**src/cache_pkg.sv**
```systemverilog
// Cache shared types
`default_nettype none

package cache_pkg;

    // byte address seen by requester and physical memory
    typedef logic [31:0] addr_t;

    localparam int line_bits = 256;

    typedef enum logic [1:0]
    {
        st_compare,     // idle or tag check
        st_writeback,   // dirty victim out
        st_allocate,    // line fetch
        st_refill_wait  // arrays settle before recheck
    } cache_state_e;

endpackage : cache_pkg

`default_nettype wire

```
**src/cache_ctrl_if.sv**
```systemverilog
// Controller to datapath strobes
`timescale 1ns/100ps
`default_nettype none

interface cache_ctrl_if;

    logic set_dirty;
    logic reset_dirty;
    logic set_valid;
    logic load_tag;
    logic set_lru;
    logic load_data;
    logic use_victim_addr; // pmem address from victim tag
    logic hit;
    logic dirty;           // victim way dirty

    modport control
    (
        output set_dirty, reset_dirty, set_valid, load_tag, set_lru, load_data,
        output use_victim_addr,
        input  hit, dirty
    );

    modport datapath
    (
        input  set_dirty, reset_dirty, set_valid, load_tag, set_lru, load_data,
        input  use_victim_addr,
        output hit, dirty
    );

endinterface : cache_ctrl_if

`default_nettype wire

```
**src/cache_control.sv**
```systemverilog
// Cache miss and writeback FSM
`timescale 1ns/100ps
`default_nettype none

module cache_control
(
    input  logic          clk,
    input  logic          rst_n,
    input  logic          mem_read,
    input  logic          mem_write,
    input  logic          pmem_resp,
    output logic          mem_resp,
    output logic          pmem_read,
    output logic          pmem_write,
    cache_ctrl_if.control ctrl
);

    cache_pkg::cache_state_e state;
    cache_pkg::cache_state_e state_next;

    always_ff @(posedge clk or negedge rst_n)
    begin
        if (!rst_n)
            state <= cache_pkg::st_compare;
        else
            state <= state_next;
    end

    always_comb
    begin
        state_next           = state;
        mem_resp             = 1'b0;
        pmem_read            = 1'b0;
        pmem_write           = 1'b0;
        ctrl.set_dirty       = 1'b0;
        ctrl.reset_dirty     = 1'b0;
        ctrl.set_valid       = 1'b0;
        ctrl.load_tag        = 1'b0;
        ctrl.set_lru         = 1'b0;
        ctrl.load_data       = 1'b0;
        ctrl.use_victim_addr = 1'b0;

        unique case (state)
            cache_pkg::st_compare:
            begin
                if (mem_read || mem_write)
                begin
                    if (ctrl.hit)
                    begin
                        mem_resp     = 1'b1;
                        ctrl.set_lru = 1'b1;
                        if (mem_write)
                        begin
                            ctrl.set_dirty = 1'b1;
                            ctrl.load_data = 1'b1; // byte merge into hit way
                        end
                    end
                    else if (ctrl.dirty)
                        state_next = cache_pkg::st_writeback;
                    else
                        state_next = cache_pkg::st_allocate;
                end
            end
            cache_pkg::st_writeback:
            begin
                ctrl.use_victim_addr = 1'b1;
                pmem_write           = 1'b1;
                if (pmem_resp)
                begin
                    ctrl.reset_dirty = 1'b1;
                    state_next       = cache_pkg::st_allocate;
                end
            end
            cache_pkg::st_allocate:
            begin
                pmem_read = 1'b1;
                if (pmem_resp)
                begin
                    ctrl.load_data = 1'b1;
                    ctrl.load_tag  = 1'b1;
                    ctrl.set_valid = 1'b1;
                    state_next     = cache_pkg::st_refill_wait;
                end
            end
            cache_pkg::st_refill_wait:
            begin
                state_next = cache_pkg::st_compare; // recheck now hits
            end
            default:
            begin
                state_next = cache_pkg::st_compare;
            end
        endcase
    end

    // victim stays dirty for the whole writeback
    a_writeback_dirty : assert property (
        @(posedge clk) disable iff (!rst_n) pmem_write |-> ctrl.dirty
    ) else $error("writeback of a clean victim");

    // filled way answers the held request
    a_refill_hits : assert property (
        @(posedge clk) disable iff (!rst_n)
            state == cache_pkg::st_refill_wait |-> ctrl.hit
    ) else $error("no hit after line fill");

endmodule : cache_control

`default_nettype wire

```
**src/flat_wrapper.sv**
```systemverilog
// flat-port wrapper written by rule: the top's interface ports become plain ports
module cache_control_flat 
  (clk, rst_n, mem_read, mem_write, pmem_resp, mem_resp, pmem_read, pmem_write, ctrl_set_dirty, ctrl_reset_dirty, ctrl_set_valid, ctrl_load_tag, ctrl_set_lru, ctrl_load_data, ctrl_use_victim_addr, ctrl_hit, ctrl_dirty);
  cache_ctrl_if ctrl_i ();
  input  logic clk;
  input  logic rst_n;
  input  logic mem_read;
  input  logic mem_write;
  input  logic pmem_resp;
  output logic mem_resp;
  output logic pmem_read;
  output logic pmem_write;
  output wire logic [$bits(ctrl_i.set_dirty)-1:0] ctrl_set_dirty;
  output wire logic [$bits(ctrl_i.reset_dirty)-1:0] ctrl_reset_dirty;
  output wire logic [$bits(ctrl_i.set_valid)-1:0] ctrl_set_valid;
  output wire logic [$bits(ctrl_i.load_tag)-1:0] ctrl_load_tag;
  output wire logic [$bits(ctrl_i.set_lru)-1:0] ctrl_set_lru;
  output wire logic [$bits(ctrl_i.load_data)-1:0] ctrl_load_data;
  output wire logic [$bits(ctrl_i.use_victim_addr)-1:0] ctrl_use_victim_addr;
  input wire logic [$bits(ctrl_i.hit)-1:0] ctrl_hit;
  input wire logic [$bits(ctrl_i.dirty)-1:0] ctrl_dirty;
  assign ctrl_set_dirty = ctrl_i.set_dirty;
  assign ctrl_reset_dirty = ctrl_i.reset_dirty;
  assign ctrl_set_valid = ctrl_i.set_valid;
  assign ctrl_load_tag = ctrl_i.load_tag;
  assign ctrl_set_lru = ctrl_i.set_lru;
  assign ctrl_load_data = ctrl_i.load_data;
  assign ctrl_use_victim_addr = ctrl_i.use_victim_addr;
  assign ctrl_i.hit = ctrl_hit;
  assign ctrl_i.dirty = ctrl_dirty;
  cache_control u_core (.clk(clk), .rst_n(rst_n), .mem_read(mem_read), .mem_write(mem_write), .pmem_resp(pmem_resp), .mem_resp(mem_resp), .pmem_read(pmem_read), .pmem_write(pmem_write), .ctrl(ctrl_i));
endmodule
```
**config.mk**
```make
export PLATFORM = sky130hd
export DESIGN_NAME = cache_control_flat
export DESIGN_NICKNAME = d
export VERILOG_FILES = /design/src/cache_pkg.sv /design/src/cache_ctrl_if.sv /design/src/cache_control.sv /design/src/flat_wrapper.sv
export SDC_FILE = /design/constraint.sdc
export NUM_CORES = 1
export LEC_CHECK = 0
export BUFFER_PORTS_ARGS = -buffer_cell sky130_fd_sc_hd__buf_2
export CAP_MARGIN = 20
export CORE_AREA = 2 2 39 41
export DETAILED_ROUTE_END_ITERATION = 10
export DIE_AREA = 0 0 41 43
export GPL_ROUTABILITY_DRIVEN = 0
export HOLD_SLACK_MARGIN = 0.08
export PLACE_DENSITY = 0.53
export SETUP_SLACK_MARGIN = 0.05
export SLEW_MARGIN = 10
export SYNTH_ARGS = -nofsm -noshare
export SYNTH_HDL_FRONTEND = slang
export SYNTH_SLANG_ARGS = --single-unit
```
**constraint.sdc**
```tcl
create_clock -name clk -period 2.9 [get_ports clk]
set_clock_uncertainty 0.2 [all_clocks]
set_input_delay 0.29 -clock clk [delete_from_list [all_inputs] [get_ports clk]]
set_output_delay 0.29 -clock clk [all_outputs]
set_load 0.01 [all_outputs]
```
==> key figures, run 1 <==
Setup path
  • CP Max Fanout: 5
  • Slowest CP cell: dfrtp_1
  • CP arrival: 1.52 ns
  • Critical path capture point type: output pin
  • Worst Setup Start Kind: flop
  • Crit path cell chain: inv_1, ha_1, or2_1, a21o_1, buf_2
  • Req. time, crit path: 2.41 ns
  • WS Path Type: reg -> out
  • Crit-path max cell delay: 0.36 ns

Timing
  • Min Tclk post-route: 2.01 ns
  • Max Clock Freq: 498 MHz
  • Final hold violation count: 0
  • Setup TNS: 0 ns
  • Final worst-path cycle share: 69.2%
  • Worst setup margin: 0.893 ns
  • Max transition margin: 87.3%
  • Max Slew Vio Count: 0
  • Worst-Margin Slew: 0.190 ns
  • Final setup fails: 0
  • RSZ-0062 raised after global routing: no

Floorplanning
  • Core Box Area: 0.00138 mm2
  • DIE AREA: 0.00176 mm2
  • Initial Util: 19.5%
  • I/O pins: 17
  • Die W: 41 um
  • Rows: 14
  • Die Ht: 43 um

Clocking
  • CTS Sinks: 2
  • Clock root buffer: clkbuf_4
  • Clk buf depth: 2
  • CTS buffer count: 3
  • Worst-path clk slew: 0.03 ns
  • CTS tree: built
  • H-tree levels: 1
  • # Post-CTS Setup Buffers: 0
  • Clock Latency Late Sink: 0.23 ns

GRT
  • Largest net degree at the start of global routing: 6
  • Initial antenna violation count: 0
  • Total global routing overflow: 0
  • Vias in the first global route: 225
  • All-layer global routing usage: 7.01%
  • First-pass GRT wire length: 793 um

Outcome
  • Status: finished clean

Place
  • Place WS: 1.06 ns
  • IO buf count: 16

Logic synthesis
  • Net Count, Synth: 41
  • Post-synth top area share: 27.8%
  • Register area share after synthesis: 18.5%
  • Yosys cell types: 14
  • Ranking of synthesized cells by area: ha_1, dfrtp_1, mux2i_1, buf_4, and2_1
  • Seq cells post-synth: 2
  • Post-Synthesis Cells: 28
  • Mean area per synthesized cell: 9.65 um2
  • Number of synthesis warnings: 0
  • Yosys top cell by area: ha_1
  • Synth Cell Area: 270 um2

Power
  • Static leakage: 0.242 nW
  • Internal power: 203 uW
  • Pwr per Cell Area: 945 mW/mm2
  • Sequential power share: 15.1%
  • Comb pwr share: 67.2%
  • Net switching fraction of the power: 43.6%
  • Clk pwr share: 17.7%
  • NetSw: 157 uW
  • Worst VDD drop: 0.000313 V

Layout
  • Most flop-heavy register: u_core.state
  • Fillers: 162
  • Leading registers by flop count: u_core.state x2
  • Commonest cells after routing, fill and taps aside: buf_2, ha_1, mux2i_1
  • Layout cell share with drive strength beyond 1: 44.4%
  • Nets: 60
  • Most common library cell in the layout ignoring fill and taps: buf_2
  • ANT cells: 0
  • Layout area overhead: 40.7%
  • Max reg flops: 2

Routing
  • DR iter-0 viols: 3
  • Antenna Nets Post-Route: 0
  • Met2 Routed Length: 263 um
  • Drt total wl: 528 um
  • WL met3: 52 um
  • Highest Signal Layer: met3
  • Via Count: 239
  • DRC violations left: 0
  • WL met1: 213 um
  • Via-per-instance ratio: 3.92
  • Drt first pass iters: 3
  • Post-DR wirelength/cell: 8.66 um

Min path
  • Min-delay worst type: in -> async

Run
  • Max cap viols: 0
==> final timing paths <==
path	start	end	slack [ns]	cells after the start
min in group clk	ctrl_dirty	u_core.state[0]$_DFFE_PN0P_	0.19	3
hold reg to reg	u_core.state[1]$_DFFE_PN0P_	u_core.state[1]$_DFFE_PN0P_	0.46	2
setup / recovery	u_core.state[0]$_DFFE_PN0P_	ctrl_load_data	0.89	5
max in group asynchronous	rst_n	u_core.state[0]$_DFFE_PN0P_	2.22	2
hold / removal	rst_n	u_core.state[1]$_DFFE_PN0P_	0.18	2
setup reg to reg	u_core.state[0]$_DFFE_PN0P_	u_core.state[0]$_DFFE_PN0P_	1.09	5
==> synth_stat cells <==
cell type  count
ha_1           6
buf_4          3
nand2_1        1
and3_1         1
nor2_1         1
o211ai_2       1
or2_1          1
mux2i_1        4
or3b_1         1
o211a_1        1
inv_1          3
dfrtp_1        2
a21o_1         1
and2_1         2
==> routing by layer <==
| metal | global-route usage [%] | vias to the layer above |
|---|---|---|
| met2 | 10.3 | 9 |
| li1 | - | 126 |
| met5 | 0 | - |
| met3 | 3.14 | 0 |
| met4 | 6.00 | 0 |
| met1 | 7.03 | 104 |
==> what timing repair did <==
item                       4_1_cts  5_1_grt
gates resized for setup          0        0
hold buffers                     1        0
setup endpoints to repair        0        0
hold endpoints to repair         2        0
==> through the flow <==
stage / cells / power, mW / hold WS [ns] / area [um2] / utilization [%]
after detailed placement: 57 / 0.301 / -0.120 / 348 / 25.1
after floorplan: 28 / 0.248 / -0.206 / 270 / -
after global placement: 57 / 0.301 / -0.122 / 348 / 25.1
after CTS: 61 / 0.371 / 0.165 / 380 / 27.5
final: 61 / 0.360 / 0.175 / 380 / 27.5
after global routing: 61 / 0.401 / 0.198 / 380 / 27.5
==> layout make-up <==
class	count	area, um2	share of cell area [%]
Inverter	3	11.3	2.96
Timing Repair Buffer	17	90.1	23.7
Clock buffer	3	22.5	5.92
Sequential cell	2	50.0	13.2
Tap cell	16	20.0	5.26
Multi-Input combinational cell	20	186	49.0
==> worst max-delay path: cells and delay by family (launching register included) <==
kind / cells / cell delay, ns
flip-flops: 1 / 0.36
adder cells (fa/ha/maj): 1 / 0.28
buffers and inverters: 2 / 0.24
AND/OR/NAND/NOR: 1 / 0.24
AO/OA/AOI/OAI: 1 / 0.17
==> power by group through the flow <==
stage               Clock, mW  Combinational (mW)  Sequential (mW)
floorplan                   0               0.195           0.0530
global placement            0               0.245           0.0556
detailed placement          0               0.246           0.0552
CTS                    0.0675               0.249           0.0549
global route           0.0675               0.276           0.0573
finish                 0.0637               0.242           0.0544
==> logic make-up after synthesis <==
family                     synth area share [%]
and+or+nand+nor                            15.3
buffers and inverters                      12.5
adders and majority gates                  27.8
DFF                                        18.5
muxes                                      14.8
AOI/OAI and AO/OA                          11.1
Power figures use the tool's default switching activity.
==> run 2: changes to the inputs <==
Settings changed: ABC_AREA set to 1, PLACE_DENSITY 0.53 to 0.56.
Clock period 2.9 ns to 1.65 ns, I/O delays scaled along.
==> run 2 against run 1 <==
Compared with the run above: first-iteration DRC count increased by 100%; register-to-register slack got worse by 1.0 ns; power increased to 2.5 times the previous value; sequential power increased by 64%; design area increased by 43%; global-route usage increased by 4.5 points; via count increased by 46%; utilization increased by 12 points; sequential share of layout area decreased by 3.9 points; wire length increased by 48%; area after synthesis increased by 4.6%; hold slack got worse by 0.010 ns; critical path type unchanged; largest power group unchanged.
==> key figures, run 2 <==
Outcome
  • Status: finished clean

Logic synthesis
  • Register area share after synthesis: 17.7% (-0.82 points)
  • Seq cells post-synth: 2 (unchanged)
  • EDFF count, synth: 0 (unchanged)
  • Top_reg_cell synth: dfrtp_1
  • Post-Synthesis Cells: 42 (+50%)
  • Count leader, synth: nand2_1
  • Top cells by count, synth: nand2_1, ha_1, inv_1
  • Ranking of synthesized cells by area: ha_1, nand2_1, dfrtp_1, buf_4, inv_1
  • Xor/xnor cell area share of the yosys netlist: 0% (unchanged)
  • Mean area per synthesized cell: 6.73 um2 (-30%)
  • Fraction of registers with async set/reset: 100% (unchanged)
  • Yosys cell types: 12 (-2)
  • Net Count, Synth: 55 (+34%)
  • Number of synthesis warnings: 0 (unchanged)
  • Post-synthesis adder-cell area fraction: 26.5% (-1.2 points)
  • Synth Cell Area: 283 um2 (+4.6%)
  • Post-synth top area share: 26.5% (-1.2 points)
  • Post-synthesis compound-gate area fraction: 10.6% (-0.49 points)
  • Largest family of logic cells by synthesized area: simple AND/OR/NAND/NOR gates
  • Simple-Gate Fraction of Synth Area: 27.9% (+13 points)
  • Yosys top cell by area: ha_1
  • Multiplexer share of the synthesized area: 0% (-15 points)

Floorplanning
  • DIE AREA: 0.00176 mm2 (unchanged)
  • I/O pins: 17 (unchanged)
  • Rows: 14 (unchanged)
  • Die Ht: 43 um (unchanged)
  • Core Box Area: 0.00138 mm2 (unchanged)
  • Initial Util: 20.4% (+0.90 points)
  • Die W: 41 um (unchanged)

Layout
  • Most flop-heavy register: u_core.state
  • Design Area, Final: 543 um2 (+43%)
  • Post-layout util: 39.2% (+12 points)
  • ANT cells: 0 (unchanged)
  • Max reg flops: 2 (unchanged)
  • Nets: 85 (+42%)
  • Layout area overhead: 92.0%
  • Most common library cell in the layout ignoring fill and taps: buf_2
  • Leading registers by flop count: u_core.state x2
  • Layout cell share with drive strength beyond 1: 60.0% (+16 points)
  • Commonest cells after routing, fill and taps aside: buf_2, nand2_1, buf_4

Clocking
  • Worst-path clk slew: 0.03 ns (about the same)
  • Clk buf depth: 2 (unchanged)
  • H-tree levels: 1 (unchanged)
  • Clock Latency Late Sink: 0.22 ns (about the same)
  • CTS Sinks: 2 (unchanged)
  • Clock root buffer: clkbuf_4
  • CTS tree: built
  • CTS buffer count: 3 (unchanged)

Power
  • NetSw: 413 uW (+160%)
  • Net switching fraction of the power: 45.2% (+1.6 points)
  • Internal power: 500 uW (+150%)
  • Comb pwr share: 78.3% (+11 points)
  • Sequential power share: 9.8% (-5.3 points)
  • Worst VDD drop: 0.000613 V (+95%)
  • Pwr per Cell Area: 1680 mW/mm2 (+78%)
  • Clk pwr share: 11.9% (-5.8 points)
  • Static leakage: 0.324 nW (+34%)
  • Final total power: 912 uW (+150%)

Timing
  • Max Clock Freq: 609 MHz
  • Setup TNS: 0 ns (unchanged)
  • RSZ-0062 raised after global routing: yes
  • Min Tclk post-route: 1.64 ns
  • Final setup fails: 0 (unchanged)
  • Worst-Margin Slew: 0.218 ns (+0.0274 ns)
  • Max Slew Vio Count: 0 (unchanged)
  • Max transition margin: 85.4% (-1.8 points)
  • Worst hold slack: 0.165 ns (-0.0100 ns)
  • Final worst-path cycle share: 99.6%
  • Final hold violation count: 0 (unchanged)

Run
  • Max cap viols: 0 (unchanged)

Setup path
  • WS Path Type: reg -> out
  • Worst Setup Start Kind: flop
  • Reg2reg setup slack: 0.07 ns (-1.02 ns)
  • Critical path capture point type: output pin
  • Worst R2R End: u_core.state[0]$_DFFE_PN0P_
  • CP arrival: 1.28 ns (-0.24 ns)
  • CP Max Fanout: 4 (-1)
  • Reg2Reg Depth: 8 (+3)
  • Req. time, crit path: 1.28 ns (-1.13 ns)
  • Critical R2R Launch: u_core.state[1]$_DFFE_PN0P_

GRT
  • All-layer global routing usage: 11.6% (+4.5 points)
  • Initial antenna violation count: 0 (unchanged)
  • Total global routing overflow: 0 (unchanged)
  • Largest net degree at the start of global routing: 7 (+1)
  • Vias in the first global route: 319 (+42%)
  • First-pass GRT wire length: 1.30 mm (+64%)

Routing
  • Antenna Nets Post-Route: 0 (unchanged)
  • Via Count: 348 (+46%)
  • DRC violations left: 0 (unchanged)
  • DR iter-0 viols: 6 (+3)
  • Via-per-instance ratio: 4.05 (+3.3%)
  • Drt total wl: 784 um (+48%)
  • Drt first pass iters: 4 (+1)
  • Post-DR wirelength/cell: 9.12 um (+5.3%)

Place
  • Final HPWL DP: 468 um
  • DP Area: 360 um2 (+3.6%)
  • IO buf count: 16 (unchanged)

Min path
  • Min-delay worst type: in -> reg
  • Worst Hold Depth: 4
  • Worst hold endpoint: u_core.state[1]$_DFFE_PN0P_
  • Hold Crit Start: pmem_resp
[run 2: cell count changes after synthesis, sizes merged, moves of 2 or more]
cell	change
nor2	+2
nand2	+13
and2	-2
mux2i	-4
inv	+4
nand3	+3
o21ai	+2
[run 2: kinds of logic (layout without fill, tap and decap cells)]
kind of cell | Yosys count | in the layout
flip-flops | 2 | 2
buffers and inverters | 10 | 38
AND/OR/NAND/NOR | 20 | 20
adder cells (fa/ha/maj) | 6 | 6
AO/OA/AOI/OAI | 4 | 4
[run 2: critical path: stages (launching register included)]
cell and delay, ns:
dfrtp_1 0.38, inv_2 0.13, ha_4 0.16, nand2_4 0.04, inv_2 0.05, nand2_2 0.04, o21ai_1 0.11, buf_2 0.14
[run 2: layout make-up]
| type | instances | area, um2 |
|---|---|---|
| flip-flops and latches | 2 | 50.0 |
| fillers | 145 | 841 |
| repair buffers | 28 | 181 |
| clock buffers | 3 | 22.5 |
| multi-input cells | 30 | 243 |
| well taps | 16 | 20.0 |
| inverters | 7 | 26.3 |
[run 2: worst max-delay path by stage]
| stage | start | endpoint | cells past startpoint |
|---|---|---|---|
| after CTS | u_core.state[0]$_DFFE_PN0P_ | ctrl_set_lru | 5 |
| final | u_core.state[0]$_DFFE_PN0P_ | ctrl_load_data | 7 |
| after global routing | u_core.state[1]$_DFFE_PN0P_ | ctrl_load_data | 7 |
| after global placement | u_core.state[1]$_DFFE_PN0P_ | ctrl_load_data | 5 |
| after detailed placement | u_core.state[0]$_DFFE_PN0P_ | ctrl_load_data | 5 |
| after floorplan | u_core.state[0]$_DFFE_PN0P_ | mem_resp | 5 |
[run 2: per-layer routing]
layer | global-route usage, % | vias to the layer above | wire, um
li1 | - | 183 | -
met1 | 12.9 | 149 | 308
met2 | 16.9 | 16 | 406
met3 | 3.14 | 0 | 69
met4 | 10.0 | 0 | 0
met5 | 0 | - | 0
[run 2: what timing repair did]
item	in CTS	in global routing
setup endpoints to repair	6	9
hold buffers	3	0
pin swaps	3	8
buffers inserted	7	4
endpoints found under the hold margin	3	0
gates resized for setup	7	10
cloned	0	0
[run 2: power by group through the flow]
| stage | combinational (mW) | clock [mW] | sequential, mW |
|---|---|---|---|
| after floorplan | 0.342 | 0 | 0.0922 |
| after global placement | 0.435 | 0 | 0.0954 |
| after detailed placement | 0.434 | 0 | 0.0974 |
| after CTS | 0.582 | 0.119 | 0.0879 |
| after global routing | 0.816 | 0.126 | 0.0938 |
| final | 0.715 | 0.108 | 0.0893 |
[run 2: metrics by stage]
stage | cells | setup slack, ns
after detailed placement | 71 | 0.0976
after floorplan | 42 | 0.0874
final | 86 | 0.00662
after global placement | 71 | 0.139
after CTS | 84 | 0.00388
after global routing | 86 | -0.0931
